[src/rtl/opn_reg_pkg.sv]
`default_nettype none

package opn_reg_pkg;

    // Host register map, bank 0
    localparam logic [7:0] REG_TA_HI     = 8'h24;  // Timer A bits 9..2
    localparam logic [7:0] REG_TA_LO     = 8'h25;  // Timer A bits 1..0
    localparam logic [7:0] REG_TB        = 8'h26;
    localparam logic [7:0] REG_TIMER_CTL = 8'h27;
    localparam logic [7:0] REG_DIV6      = 8'h2D;  // Address write alone selects
    localparam logic [7:0] REG_DIV3      = 8'h2E;
    localparam logic [7:0] REG_DIV2      = 8'h2F;

    // Timer control register bits
    localparam int CTL_LOAD_A_BIT   = 0;
    localparam int CTL_LOAD_B_BIT   = 1;
    localparam int CTL_IRQ_EN_A_BIT = 2;
    localparam int CTL_IRQ_EN_B_BIT = 3;
    localparam int CTL_CLR_A_BIT    = 4;
    localparam int CTL_CLR_B_BIT    = 5;

    localparam int TA_W        = 10;
    localparam int TA_LO_W     = 2;   // Bits held in REG_TA_LO
    localparam int TB_W        = 8;
    localparam int TB_PRESCALE = 16;  // Zero pulses per timer B step

    // Status byte
    localparam int STATUS_BUSY_BIT   = 7;
    localparam int STATUS_FLAG_A_BIT = 0;
    localparam int STATUS_FLAG_B_BIT = 1;

endpackage

`default_nettype wire

[src/rtl/opn_clk_pkg.sv]
`default_nettype none

package opn_clk_pkg;

    localparam int DIV_W = 2;

    // Divider select codes, reset value is divide by 6
    localparam logic [DIV_W-1:0] DIV_SEL_6 = 2'd0;
    localparam logic [DIV_W-1:0] DIV_SEL_3 = 2'd1;
    localparam logic [DIV_W-1:0] DIV_SEL_2 = 2'd2;

    localparam int DIV_RATIO_6 = 6;  // cen pulses per clk_en
    localparam int DIV_RATIO_3 = 3;
    localparam int DIV_RATIO_2 = 2;

    localparam int OPS_PER_CH = 4;

    // Write busy length in clk_en pulses
    localparam int BUSY_TICKS = 32;

endpackage

`default_nettype wire

[src/rtl/timer_ctrl_if.sv]
`timescale 1ns/1ps
`default_nettype none

interface timer_ctrl_if
    import opn_reg_pkg::*;
();
    logic [TA_W-1:0] value_a;
    logic [TB_W-1:0] value_b;
    logic            load_a;
    logic            load_b;
    logic            irq_en_a;
    logic            irq_en_b;
    logic            clr_a;     // Single-cycle pulse
    logic            clr_b;     // Single-cycle pulse
    logic            flag_a;
    logic            flag_b;

    modport regs (
        output value_a, value_b, load_a, load_b, irq_en_a, irq_en_b, clr_a, clr_b,
        input  flag_a, flag_b
    );

    modport timers (
        input  value_a, value_b, load_a, load_b, irq_en_a, irq_en_b, clr_a, clr_b,
        output flag_a, flag_b
    );
endinterface

`default_nettype wire

[src/rtl/opn_clock_gen.sv]
`timescale 1ns/1ps
`default_nettype none

module opn_clock_gen
    import opn_clk_pkg::*;
#(
    parameter int NUM_CH = 6
) (
    input  logic             clk,
    input  logic             arst_n,
    input  logic             cen,
    input  logic [DIV_W-1:0] div_sel,
    output logic             clk_en,
    output logic             zero
);
    localparam int SLOTS   = NUM_CH * OPS_PER_CH;
    localparam int SLOT_W  = $clog2(SLOTS);
    localparam int RATIO_W = $clog2(DIV_RATIO_6 + 1);

    logic [RATIO_W-1:0] cen_cnt;
    logic [RATIO_W-1:0] ratio;     // Divider in force this period
    logic [SLOT_W-1:0]  slot_cnt;
    logic               tick;      // Last cen of the period
    logic               last_slot;

    function automatic logic [RATIO_W-1:0] ratio_of(input logic [DIV_W-1:0] sel);
        case (sel)
            DIV_SEL_6: ratio_of = RATIO_W'(DIV_RATIO_6);
            DIV_SEL_3: ratio_of = RATIO_W'(DIV_RATIO_3);
            DIV_SEL_2: ratio_of = RATIO_W'(DIV_RATIO_2);
            default:   ratio_of = RATIO_W'(DIV_RATIO_6);
        endcase
    endfunction

    assign tick      = cen && (cen_cnt == ratio - 1'b1);
    assign last_slot = (slot_cnt == SLOT_W'(SLOTS - 1));

    always_ff @(posedge clk or negedge arst_n) begin
        if (!arst_n) begin
            cen_cnt  <= '0;
            ratio    <= RATIO_W'(DIV_RATIO_6);
            slot_cnt <= '0;
            clk_en   <= 1'b0;
            zero     <= 1'b0;
        end else begin
            clk_en <= tick;
            zero   <= tick && last_slot;   // Rides on the closing clk_en
            if (tick) begin
                cen_cnt  <= '0;
                ratio    <= ratio_of(div_sel);  // Divider change lands here only
                slot_cnt <= last_slot ? '0 : slot_cnt + 1'b1;
            end else if (cen) begin
                cen_cnt <= cen_cnt + 1'b1;
            end
        end
    end

    // Zero marks the end of a slot cycle, so it must coincide with a clk_en
    assert property (@(posedge clk) disable iff (!arst_n) zero |-> clk_en)
        else $error("zero pulse without clk_en");

    assert property (@(posedge clk) disable iff (!arst_n) cen_cnt < ratio)
        else $error("cen counter passed the divider ratio");

endmodule

`default_nettype wire

[src/rtl/opn_host_regs.sv]
`timescale 1ns/1ps
`default_nettype none

module opn_host_regs
    import opn_reg_pkg::*;
    import opn_clk_pkg::*;
(
    input  logic             clk,
    input  logic             arst_n,
    input  logic             clk_en,
    input  logic [7:0]       din,
    input  logic [1:0]       addr,
    input  logic             cs_n,
    input  logic             wr_n,
    output logic [7:0]       dout,
    output logic [DIV_W-1:0] div_sel,
    timer_ctrl_if.regs       tmr
);
    localparam int BUSY_W = $clog2(BUSY_TICKS);

    logic                    write;
    logic                    addr_wr;
    logic                    data_wr;
    logic                    ctl_wr;
    logic [7:0]              reg_addr;  // Last address written
    logic                    reg_bank;  // addr[1] of that address write
    logic [TA_W-TA_LO_W-1:0] ta_hi;
    logic [TA_LO_W-1:0]      ta_lo;
    logic [TB_W-1:0]         tb_val;
    logic                    busy;
    logic [BUSY_W-1:0]       busy_cnt;

    assign write   = !cs_n && !wr_n;
    assign addr_wr = write && !addr[0];
    assign data_wr = write && addr[0];
    assign ctl_wr  = data_wr && !reg_bank && (reg_addr == REG_TIMER_CTL);

    assign tmr.value_a = {ta_hi, ta_lo};
    assign tmr.value_b = tb_val;

    // Address latch and prescaler select
    always_ff @(posedge clk or negedge arst_n) begin
        if (!arst_n) begin
            reg_addr <= '0;
            reg_bank <= 1'b0;
            div_sel  <= DIV_SEL_6;
        end else if (addr_wr) begin
            reg_addr <= din;
            reg_bank <= addr[1];
            if (!addr[1]) begin
                case (din)
                    REG_DIV6: div_sel <= DIV_SEL_6;
                    REG_DIV3: div_sel <= DIV_SEL_3;
                    REG_DIV2: div_sel <= DIV_SEL_2;
                    default: ;
                endcase
            end
        end
    end

    // Timer registers live in bank 0
    always_ff @(posedge clk or negedge arst_n) begin
        if (!arst_n) begin
            ta_hi        <= '0;
            ta_lo        <= '0;
            tb_val       <= '0;
            tmr.load_a   <= 1'b0;
            tmr.load_b   <= 1'b0;
            tmr.irq_en_a <= 1'b0;
            tmr.irq_en_b <= 1'b0;
        end else if (data_wr && !reg_bank) begin
            case (reg_addr)
                REG_TA_HI: ta_hi  <= din;
                REG_TA_LO: ta_lo  <= din[TA_LO_W-1:0];
                REG_TB:    tb_val <= din;
                REG_TIMER_CTL: begin
                    tmr.load_a   <= din[CTL_LOAD_A_BIT];
                    tmr.load_b   <= din[CTL_LOAD_B_BIT];
                    tmr.irq_en_a <= din[CTL_IRQ_EN_A_BIT];
                    tmr.irq_en_b <= din[CTL_IRQ_EN_B_BIT];
                end
                default: ;
            endcase
        end
    end

    // Flag clear pulses
    always_ff @(posedge clk or negedge arst_n) begin
        if (!arst_n) begin
            tmr.clr_a <= 1'b0;
            tmr.clr_b <= 1'b0;
        end else begin
            tmr.clr_a <= ctl_wr && din[CTL_CLR_A_BIT];
            tmr.clr_b <= ctl_wr && din[CTL_CLR_B_BIT];
        end
    end

    // Busy after any data write lasts BUSY_TICKS clk_en pulses
    always_ff @(posedge clk or negedge arst_n) begin
        if (!arst_n) begin
            busy     <= 1'b0;
            busy_cnt <= '0;
        end else if (data_wr) begin
            busy     <= 1'b1;    // Restart on every data write
            busy_cnt <= '0;
        end else if (busy && clk_en) begin
            if (busy_cnt == BUSY_W'(BUSY_TICKS - 1)) begin
                busy <= 1'b0;
            end
            busy_cnt <= busy_cnt + 1'b1;
        end
    end

    always_comb begin
        dout                    = 8'h00;
        dout[STATUS_BUSY_BIT]   = busy;
        dout[STATUS_FLAG_A_BIT] = tmr.flag_a;
        dout[STATUS_FLAG_B_BIT] = tmr.flag_b;
    end

    assert property (@(posedge clk) disable iff (!arst_n) tmr.clr_a |=> !tmr.clr_a)
        else $error("clr_a held for two clocks");

endmodule

`default_nettype wire

[src/rtl/opn_timer_counter.sv]
`timescale 1ns/1ps
`default_nettype none

module opn_timer_counter #(
    parameter int WIDTH    = 10,
    parameter int PRESCALE = 1
) (
    input  logic             clk,
    input  logic             arst_n,
    input  logic             zero,
    input  logic [WIDTH-1:0] value,
    input  logic             load,
    input  logic             irq_en,
    input  logic             clr,
    output logic             flag
);
    localparam int PRE_W = (PRESCALE > 1) ? $clog2(PRESCALE) : 1;

    logic [PRE_W-1:0] pre_cnt;
    logic             step;
    logic [WIDTH-1:0] cnt;
    logic             load_q;
    logic             start;     // Rising edge of load
    logic             wrap;

    assign step  = zero && (pre_cnt == PRE_W'(PRESCALE - 1));
    assign start = load && !load_q;
    assign wrap  = !start && load && step && (&cnt);

    // Free-running prescaler on zero pulses
    always_ff @(posedge clk or negedge arst_n) begin
        if (!arst_n) begin
            pre_cnt <= '0;
        end else if (step) begin
            pre_cnt <= '0;
        end else if (zero) begin
            pre_cnt <= pre_cnt + 1'b1;
        end
    end

    always_ff @(posedge clk or negedge arst_n) begin
        if (!arst_n) begin
            load_q <= 1'b0;
            cnt    <= '0;
        end else begin
            load_q <= load;
            if (start || wrap) begin
                cnt <= value;        // Load and reload on overflow
            end else if (load && step) begin
                cnt <= cnt + 1'b1;
            end
        end
    end

    always_ff @(posedge clk or negedge arst_n) begin
        if (!arst_n) begin
            flag <= 1'b0;
        end else if (wrap && irq_en) begin
            flag <= 1'b1;            // Set beats a same-cycle clear
        end else if (clr) begin
            flag <= 1'b0;
        end
    end

    assert property (@(posedge clk) disable iff (!arst_n) !irq_en |=> !$rose(flag))
        else $error("timer flag rose with irq disabled");

endmodule

`default_nettype wire

[src/rtl/opn_timers.sv]
`timescale 1ns/1ps
`default_nettype none

module opn_timers
    import opn_reg_pkg::*;
(
    input  logic         clk,
    input  logic         arst_n,
    input  logic         zero,
    timer_ctrl_if.timers tmr,
    output logic         irq_n
);

    // Timer A steps on every zero pulse
    opn_timer_counter #(
        .WIDTH    (TA_W),
        .PRESCALE (1)
    ) i_timer_a (
        .clk    (clk),
        .arst_n (arst_n),
        .zero   (zero),
        .value  (tmr.value_a),
        .load   (tmr.load_a),
        .irq_en (tmr.irq_en_a),
        .clr    (tmr.clr_a),
        .flag   (tmr.flag_a)
    );

    // Timer B is 16 times slower
    opn_timer_counter #(
        .WIDTH    (TB_W),
        .PRESCALE (TB_PRESCALE)
    ) i_timer_b (
        .clk    (clk),
        .arst_n (arst_n),
        .zero   (zero),
        .value  (tmr.value_b),
        .load   (tmr.load_b),
        .irq_en (tmr.irq_en_b),
        .clr    (tmr.clr_b),
        .flag   (tmr.flag_b)
    );

    assign irq_n = !(tmr.flag_a || tmr.flag_b);   // Active low, either flag

endmodule

`default_nettype wire

[src/rtl/opn_timer_top.sv]
`timescale 1ns/1ps
`default_nettype none

module opn_timer_top
    import opn_clk_pkg::*;
#(
    parameter int NUM_CH = 6
) (
    input  logic       clk,
    input  logic       arst_n,
    input  logic       cen,
    input  logic [7:0] din,
    input  logic [1:0] addr,
    input  logic       cs_n,
    input  logic       wr_n,
    output logic [7:0] dout,
    output logic       irq_n
);
    logic             clk_en;
    logic             zero;     // One pulse per full slot cycle
    logic [DIV_W-1:0] div_sel;

    timer_ctrl_if tmr_if ();

    opn_clock_gen #(
        .NUM_CH (NUM_CH)
    ) i_clock_gen (
        .clk     (clk),
        .arst_n  (arst_n),
        .cen     (cen),
        .div_sel (div_sel),
        .clk_en  (clk_en),
        .zero    (zero)
    );

    opn_host_regs i_host_regs (
        .clk     (clk),
        .arst_n  (arst_n),
        .clk_en  (clk_en),
        .din     (din),
        .addr    (addr),
        .cs_n    (cs_n),
        .wr_n    (wr_n),
        .dout    (dout),
        .div_sel (div_sel),
        .tmr     (tmr_if.regs)
    );

    opn_timers i_timers (
        .clk    (clk),
        .arst_n (arst_n),
        .zero   (zero),
        .tmr    (tmr_if.timers),
        .irq_n  (irq_n)
    );

endmodule

`default_nettype wire

[config.mk]
export PLATFORM = sky130hd
export DESIGN_NAME = opn_timer_top
export DESIGN_NICKNAME = d
export VERILOG_FILES = /design/src/rtl/opn_reg_pkg.sv /design/src/rtl/opn_clk_pkg.sv /design/src/rtl/timer_ctrl_if.sv /design/src/rtl/opn_clock_gen.sv /design/src/rtl/opn_host_regs.sv /design/src/rtl/opn_timer_counter.sv /design/src/rtl/opn_timers.sv /design/src/rtl/opn_timer_top.sv
export SDC_FILE = /design/constraint.sdc
export NUM_CORES = 1
export LEC_CHECK = 0
export BUFFER_PORTS_ARGS = -buffer_cell sky130_fd_sc_hd__clkbuf_2
export CAP_MARGIN = 20
export CORE_MARGIN = 2
export CORE_UTILIZATION = 40
export CTS_CLUSTER_DIAMETER = 100
export DETAILED_ROUTE_END_ITERATION = 16
export PLACE_DENSITY_LB_ADDON = 0.15
export SETUP_SLACK_MARGIN = 0.02
export SYNTH_ARGS = -nofsm -noshare
export SYNTH_HDL_FRONTEND = slang
export SYNTH_SLANG_ARGS = --single-unit
export TNS_END_PERCENT = 30
[constraint.sdc]
create_clock -name clk -period 1.8 [get_ports clk]
set_input_delay 0.27 -clock clk [delete_from_list [all_inputs] [get_ports clk]]
set_output_delay 0.27 -clock clk [all_outputs]
set_load 0.005 [all_outputs]
* Word level (Yosys, flattened, before mapping)
Index checks and enable logic that the tools add are counted.
Word-level totals: register bits after elaboration 81, bits of input ports 15, output and inout port bits 9, logic and storage cells 126
Cells by class: add/subtract/negate cells 8, eq/ne operators 13, muxes and demuxes 22, bitwise operators 2, reductions and logical operators 54
Operators by type and width (number):
- $eq 8x6->1 const B | 7
- $logic_and 1x1->1 | 24
- $mux 10 | 2
- $reduce_bool 2->1 | 9
- $mux 8 | 2
- $mux 5 | 3
- $add 10x1->10 const B | 1
- $add 5x1->5 const B | 2
- $eq 5x5->1 const B | 2
- $reduce_and 10->1 | 1
- $reduce_and 2->1 | 5
- $logic_not 1->1 | 9
- $mux 1 | 9
- $add 8x1->8 const B | 1
- $mux 4 | 2
- $reduce_and 8->1 | 1
- $mux 3 | 2
- $pmux 2 s3 | 1
- $pmux 3 s2 | 1
- $add 4x1->4 const B | 1
- $eq 4x4->1 const B | 1
- $add 3x1->3 const B | 1
- $eq 3x3->1 | 1
- $logic_or 1x1->1 | 3
- other kinds (7) | 8

* Depth between registers and ports, before layout
Gate-level depths: netlist of run 1.
depth after elaboration 8, gate-level depth with buffers 6, mapped depth without buffers 5

* By module
From an unflattened synthesis of run 1, not the netlist that was laid out.
Unflattened totals: cell total of the unflattened synthesis 310, area total of the unflattened synthesis 3836.2 sq um
Modules (own cells, without submodules):
- opn_host_regs | times used 1, cells an instance 128, area an instance 1790.5 sq um, seq. area each 1026.0 sq um
- opn_timer_counter (i_timers.i_timer_b) | times used 1, cells an instance 69, area an instance 769.5 sq um, seq. area each 350.3 sq um
- opn_timer_counter (i_timers.i_timer_a) | times used 1, cells an instance 61, area an instance 710.7 sq um, seq. area each 325.3 sq um
- opn_clock_gen | times used 1, cells an instance 51, area an instance 561.8 sq um, seq. area each 301.5 sq um
- opn_timers | times used 1, cells an instance 1, area an instance 3.8 sq um, seq. area each 0.0 sq um

* Worst setup path after synthesis of run 1
OpenSTA, ideal clock, no wires.
kind reg-to-reg, start register i_timers.i_timer_b.pre_cnt[0], end register i_timers.i_timer_b.cnt[5], library setup time 0.126 ns, arrival time 1.703 ns, data required time 1.674 ns, path slack -0.029 ns, stages on the path, launching flop included 7, path buffers 1, clock period less this slack 1.829 ns, path through dfrtp_1 -> ha_1 -> and4_1 -> buf_2 -> and3_4 -> a22o_4 -> a221o_1
Between the ends: word-level cells in the longest chain between the ends 6, elaborated cells between the ends (all ways) 8, classes of those cells eq/ne: 1; mux: 1; reduce/logical: 6
Ends and longest elaborated chain:
- start, declared | line opn_timer_counter.sv:19 | logic [PRE_W-1:0] pre_cnt;
- start signal, assigned | line opn_timer_counter.sv:37 | pre_cnt <= pre_cnt + 1'b1;
- $eq 4x4->1 (*) | line opn_timer_counter.sv:26 | assign step = zero && (pre_cnt == PRE_W'(PRESCALE - 1));
- $logic_and 1x1->1 (*) | line opn_timer_counter.sv:26
- $logic_and 1x1->1 (2 in series) | line opn_timer_counter.sv:28 | assign wrap = !start && load && step && (&cnt);
- $logic_or 1x1->1 | line opn_timer_counter.sv:47 | if (start || wrap) begin
- $mux 8 or $reduce_bool 2->1 (tied branches)
- end signal, assigned | line opn_timer_counter.sv:48 | cnt <= value;
- end signal, assigned | line opn_timer_counter.sv:50 | cnt <= cnt + 1'b1;
- end, declared | line opn_timer_counter.sv:21 | logic [WIDTH-1:0] cnt;
Mark *: on every way between the ends. The rest lies on a longest branch, timed or not. A chain may end at the register's enable or synchronous reset.

* Worst setup path in the final report of run 1
start register i_host_regs.reg_addr[4], end register i_host_regs.ta_hi[6]
Between the ends: word-level cells in the longest chain between the ends 2
Ends and longest elaborated chain:
- start, declared | line opn_host_regs.sv:25 | logic [7:0] reg_addr;
- start signal, assigned | line opn_host_regs.sv:48 | reg_addr <= din;
- $eq 8x6->1 | line opn_host_regs.sv:72 | case (reg_addr)
- $reduce_and 2->1 (no source line)
- end signal, assigned | line opn_host_regs.sv:73 | REG_TA_HI: ta_hi <= din;
- end, declared | line opn_host_regs.sv:27 | logic [TA_W-TA_LO_W-1:0] ta_hi;
Every way passes these cells.

==> results of run 1 <==
-- Yosys cell counts, drive strengths merged (2+ instances only) --
cell type,instances
dfrtp,79
nand2,42
mux2,39
nand3,20
o21ai,19
xnor2,13
buf,12
nor2,12
ha,8
inv,8
nand4,8
xor2,6
a21oi,5
nor2b,5
nor3,5
nor4,5
a221o,4
mux2i,4
or3,4
and3,3
nand4b,3
nor3b,3
a22o,2
and2,2
and4,2
clkbuf,2
nor4b,2
-- cells by family (layout without fill, tap and decap cells) --
kind of cell,after synthesis,count (layout),synth area share (%)
flops,80,80,52.41
fa+ha+maj,8,8,2.619
buf+inv,22,64,3.306
simple gates,120,120,17.81
xor+xnor,19,19,4.354
other cells,1,5,0.09811
compound gates,37,37,6.874
mux,43,43,12.54
-- critical path, stage by stage (launching register included) --
cell and delay, ns:
dfrtp_1 0.41, nor4b_4 0.32, nand3_2 0.14, nor4b_4 0.24, buf_6 0.20, mux2_4 0.31
-- final cells by class --
| class | instances | area [µm²] | share of cell area, % |
|---|---|---|---|
| tap | 129 | 161.4 | 3.646 |
| sequential | 80 | 2003 | 45.25 |
| clock inverter | 6 | 58.81 | 1.328 |
| inverter | 8 | 30.03 | 0.6783 |
| clock buffer | 10 | 137.6 | 3.109 |
| timing repair buffer | 40 | 276.5 | 6.246 |
| multi-input combinational | 232 | 1759 | 39.74 |
-- what timing repair did --
action	in CTS	in global routing
setup buffers	0	1
hold buffers	1	0
endpoints found under the hold margin	32	0
endpoints found under the setup margin	0	31
gates resized for setup	0	15
-- final timing paths --
check / from / to / slack [ns]
worst max-delay path: i_host_regs.reg_addr[4]$_DFFE_PN0P_ / i_host_regs.ta_hi[6]$_DFFE_PN0P_ / 0.07
worst min-delay path: cen / i_clock_gen.cen_cnt[0]$_DFFE_PN0P_ / 0.18
worst max register to register: i_host_regs.reg_addr[4]$_DFFE_PN0P_ / i_host_regs.ta_hi[6]$_DFFE_PN0P_ / 0.07
worst min register to register: i_host_regs.tmr.clr_b$_DFF_PN0_ / i_timers.i_timer_b.flag$_DFFE_PN0P_ / 0.43
max in group asynchronous: arst_n / i_timers.i_timer_a.cnt[0]$_DFFE_PN0P_ / 0.79
min in group asynchronous: arst_n / i_timers.i_timer_b.cnt[7]$_DFFE_PN0P_ / 0.41
-- power by group --
group,switching (W),internal (W),total (W)
Combinational,0.000209,0.000216,0.000425
Sequential,0.000154,0.00196,0.00211
Clock,0.000645,0.000671,0.00132
-- per-layer routing --
layer	vias to the layer above	share of wire (%)	global-route usage (%)
li1	1246	-	-
met2	42	45	24.04
met5	-	0	0
met4	0	1.0	5.301
met1	1262	50	22.24
met3	8	4.2	4.003
-- state kept, by name, summed over array words and instances, names as in the netlist, 3 cells and up --
signal	count
i_host_regs.ta_hi	8
i_timers.i_timer_a.cnt	10
i_host_regs.busy_cnt	5
i_host_regs.tmr.value_b	8
i_timers.i_timer_b.cnt	8
i_host_regs.reg_addr	8
i_clock_gen.cen_cnt	3
i_clock_gen.slot_cnt	5
i_timers.i_timer_b.pre_cnt	4
-- metrics by stage --
stage                     instances  instance area, µm²  worst slack (ns)
after floorplan                 334                3846           0.02841
after global placement          487                4160           0.07128
after detailed placement        487                4160           0.04605
after CTS                       504                4367           0.03069
after global routing            505                4427          -0.02476
final                           505                4427           0.06804
==> run summary, run 1 <==
Total gr overflow -> 0
DP HPWL -> 5.431 mm
Crit Path Category -> flip-flop to flip-flop
Final count of pins violating max slew -> 0
Worst setup SP type -> flip-flop
Initial Util -> 41.37%
Yosys top cell by area -> dfrtp_1
Die span in x -> 101.8 µm
Area grow syn2layout -> 15.81%
Die Span Y -> 101.8 µm
Drt drc -> 0
Placer Congestion -> 0.7732
Largest net degree at the start of global routing -> 37
Clk sink count -> 80
Leakage power -> 2.107 nW
R2R depth -> 5
Async set or reset register ratio after synthesis -> 100.0%
Total I/O pin count -> 24
Most common cell after layout, fill and taps aside -> dfrtp_1
Clock root buffer -> clkbuf_8
Max IR drop VDD -> 508.1 µV
Worst hold path stage count -> 2
Number of diodes -> 0
Data arrival, critical path -> 1.97 ns
Status -> finished clean
Total track usage -> 15.85%
Clk slew on worst S/H paths -> 0.08 ns
CTS tree -> built
Seq/Total Area, Yosys -> 52.41%
Mapped cell area -> 3822 µm²
Via Count -> 2558
Worst endpoint required time -> 2.04 ns
Fin. Hold Viols -> 0
Layout cells sized above 1 -> 29.52%
Final setup fails -> 0
Max Cap Viol -> 0
Core Region -> 9240 µm²
Commonest cells after routing, fill and taps aside -> 79 x dfrtp_1, 42 x nand2_1, 31 x mux2_2, 20 x buf_4
Final ANT Viol Nets -> 0
Overall power -> 0.003856 W
Final period util -> 96.22%
Final hold slack -> 0.1776 ns
Unrepaired setup endpoints after global routing -> yes
Number of global-route vias before repair -> 2492
Largest cells by area after synthesis -> dfrtp_1 52%, mux2_2 11%, nand2_1 4.1%, xnor2_1 3.0%, ha_1 2.6%
Mean post-synth cell area -> 11.58 µm²
Maximum root-to-sink buffer count -> 2
Cells after synthesis -> 330
Drt first pass iters -> 5
Fillers -> 836
Number of CTS-inserted buffers -> 9
Fin nets -> 394
Port Buffers -> 18
Cell Rows -> 35
Worst-Skew Late Latency -> 0.35 ns
Final Skew -> 0.006113 ns
Final WL -> 7.439 mm
CP Capture Type -> flip-flop
Share of the synthesized area in the top cell type -> 51.72%
# H-tree levels -> 3
DR vias/cell -> 5.065
CP Max Fanout -> 8
Tmin final -> 1.732 ns
Fmax -> 577.4 MHz
Fin util -> 47.91%
Die area -> 10350 µm²
EDFF count, synth -> 0
Yosys warning count -> 0
Yosys cell types -> 50
Initial antenna violation count -> 0
Post-synth top flop -> dfrtp_1
Worst hold path type -> input pin to flip-flop
Routed len/inst -> 14.73 µm
Initial drt markers -> 52
First-pass GRT wire length -> 12.65 mm
Post-synthesis register bit count -> 80
Pwr dens -> 871.1 nW/µm²
Setup TNS -> 0 ns
(Power assumes the default switching activity.)
==> run 2, diff against run 1 <==
RECOVER_POWER = 100   (was default)
==> run 2 against run 1 <==
  * Clock-buffer cell count is the same
  * Final area shrank 1.2%
  * Cell count is the same
  * Routed wire length shrank 0.48%
  * Via count shrank 0.55%
  * Non-clock buffer count is the same
  * Core utilization shrank 0.57 points
  * Critical path depth is the same
  * Highest routed layer unchanged
  * Total power shrank 0.41%
==> run summary, run 2 (synthesis gave the netlist of run 1 again) <==
Area grow syn2layout -> 14.44%
Most flops, register -> i_timers.i_timer_a.cnt
CTS tree -> built
Via Count -> 2544
Initial Util -> 41.37%
Dpl cells -> 487
Leakage power -> 2.070 nW
Die span in x -> 101.8 µm
Drt drc -> 0
Cell Rows -> 35
Number of global-route vias before repair -> 2492
Final count of pins violating max slew -> 0
Final WL -> 7.403 mm
Layout cells sized above 1 -> 25.80%
Total track usage -> 15.85%
Worst-Skew Late Latency -> 0.35 ns
Place WS -> 0.04605 ns
Worst endpoint required time -> 2.03 ns
# H-tree levels -> 3
Pwr dens -> 877.9 nW/µm²
Die Span Y -> 101.8 µm
Max IR drop VDD -> 505.6 µV
Placer Congestion -> 0.7732
First-pass GRT wire length -> 12.65 mm
Initial antenna violation count -> 0
Final ANT Viol Nets -> 0
Commonest cells after routing, fill and taps aside -> 79 x dfrtp_1, 42 x nand2_1, 31 x mux2_2, 19 x nand3_1, 19 x o21ai_0
Worst setup SP type -> flip-flop
Clk sink count -> 80
Final Skew -> 0.006448 ns
Drt first pass iters -> 4
Max Cap Viol -> 0
Status -> finished clean
Total gr overflow -> 0
Largest net degree at the start of global routing -> 37
Final period util -> 96.65%
Measured slew at the worst slew-check pin -> 0.9003 ns
Port Buffers -> 18
Data arrival, critical path -> 1.97 ns
Die area -> 10350 µm²
Final setup fails -> 0
Clk slew on worst S/H paths -> 0.08 ns
Routed len/inst -> 14.66 µm
Number of CTS-inserted buffers -> 9
Total I/O pin count -> 24
CP Capture Type -> flip-flop
CP Max Fanout -> 7
Unrepaired setup endpoints after global routing -> yes
Max-slew headroom -> 39.98%
Fin nets -> 394
Number of diodes -> 0
Worst Setup Slack, final -> 0.06033 ns
Maximum root-to-sink buffer count -> 2
Most common cell after layout, fill and taps aside -> dfrtp_1
Core Region -> 9240 µm²
Fin. Hold Viols -> 0
Crit Path Category -> flip-flop to flip-flop
Number of flip-flops in the largest register -> 10
DR vias/cell -> 5.038
Clock root buffer -> clkbuf_8
Tmin final -> 1.740 ns
Initial drt markers -> 59
Worst hold path type -> input pin to flip-flop
Final hold slack -> 0.1777 ns
Layout Cells excl Fill -> 505
Fmax -> 574.8 MHz
DP HPWL -> 5.431 mm
## run 2: changes by cell type in the layout (fill, tap and decap cells not counted), sizes merged
cell | previous run | this run
buf | 22 | 13
clkbuf | 27 | 36
## run 2: area by class of cell
cell class                 count  area (µm²)
sequential                    80        2003
multi-input combinational    232        1752
tap                          129       161.4
inverter                       8       30.03
timing repair buffer          40       231.5
clock buffer                  10       137.6
fill                         846        4866
clock inverter                 6       58.81
## run 2: per-stage QoR
step	power (W)	instance area [µm²]	util [%]	setup TNS (ns)
2_1_floorplan	0.002404	3846	-	0
3_3_place_gp	0.002560	4160	45.02	0
3_5_place_dp	0.002574	4160	45.02	0
4_1_cts	0.003915	4367	47.26	0
5_1_grt	0.004058	4374	47.34	-0.2010
6_report	0.003840	4374	47.34	0
## run 2: final timing paths
check	from	endpoint	slack (ns)	cells past startpoint
max	i_timers.i_timer_b.pre_cnt[1]$_DFFE_PN0P_	i_timers.i_timer_b.cnt[2]$_DFFE_PN0P_	0.06	5
max reg2reg	i_timers.i_timer_b.pre_cnt[1]$_DFFE_PN0P_	i_timers.i_timer_b.cnt[2]$_DFFE_PN0P_	0.06	5
min in group asynchronous	arst_n	i_timers.i_timer_b.cnt[7]$_DFFE_PN0P_	0.57	2
max in group asynchronous	arst_n	i_clock_gen.ratio[2]$_DFFE_PN1P_	0.28	3
min reg2reg	i_host_regs.tmr.clr_a$_DFF_PN0_	i_timers.i_timer_a.flag$_DFFE_PN0P_	0.43	1
min	cen	i_clock_gen.cen_cnt[0]$_DFFE_PN0P_	0.18	2
## run 2: metal layers
layer | GRT usage (%) | part of all wire (%) | up-vias
met1 | 22.24 | 50 | 1248
met2 | 24.04 | 45 | 42
met4 | 5.301 | 1.1 | 0
met3 | 4.003 | 3.8 | 7
met5 | 0 | 0 | -
li1 | - | - | 1247
## run 2: power by group
group	switching, W	internal [W]
sequential	0.000153	0.00196
combinational	0.000207	0.000204
clock	0.000645	0.000671
## run 2: worst max-delay path: stages, from the launching register on
cell and delay (ns):
dfrtp_1 0.38, ha_1 0.24, and4_4 0.22, and3_4 0.19
a22o_4 0.25, a221o_1 0.35
## run 2: timing repair
| item | CTS | global route |
|---|---|---|
| endpoints found under the setup margin | 0 | 31 |
| setup buffers | 0 | 1 |
| resized for setup | 0 | 15 |
| endpoints found under the hold margin | 32 | 0 |
| hold buffers | 1 | 0 |
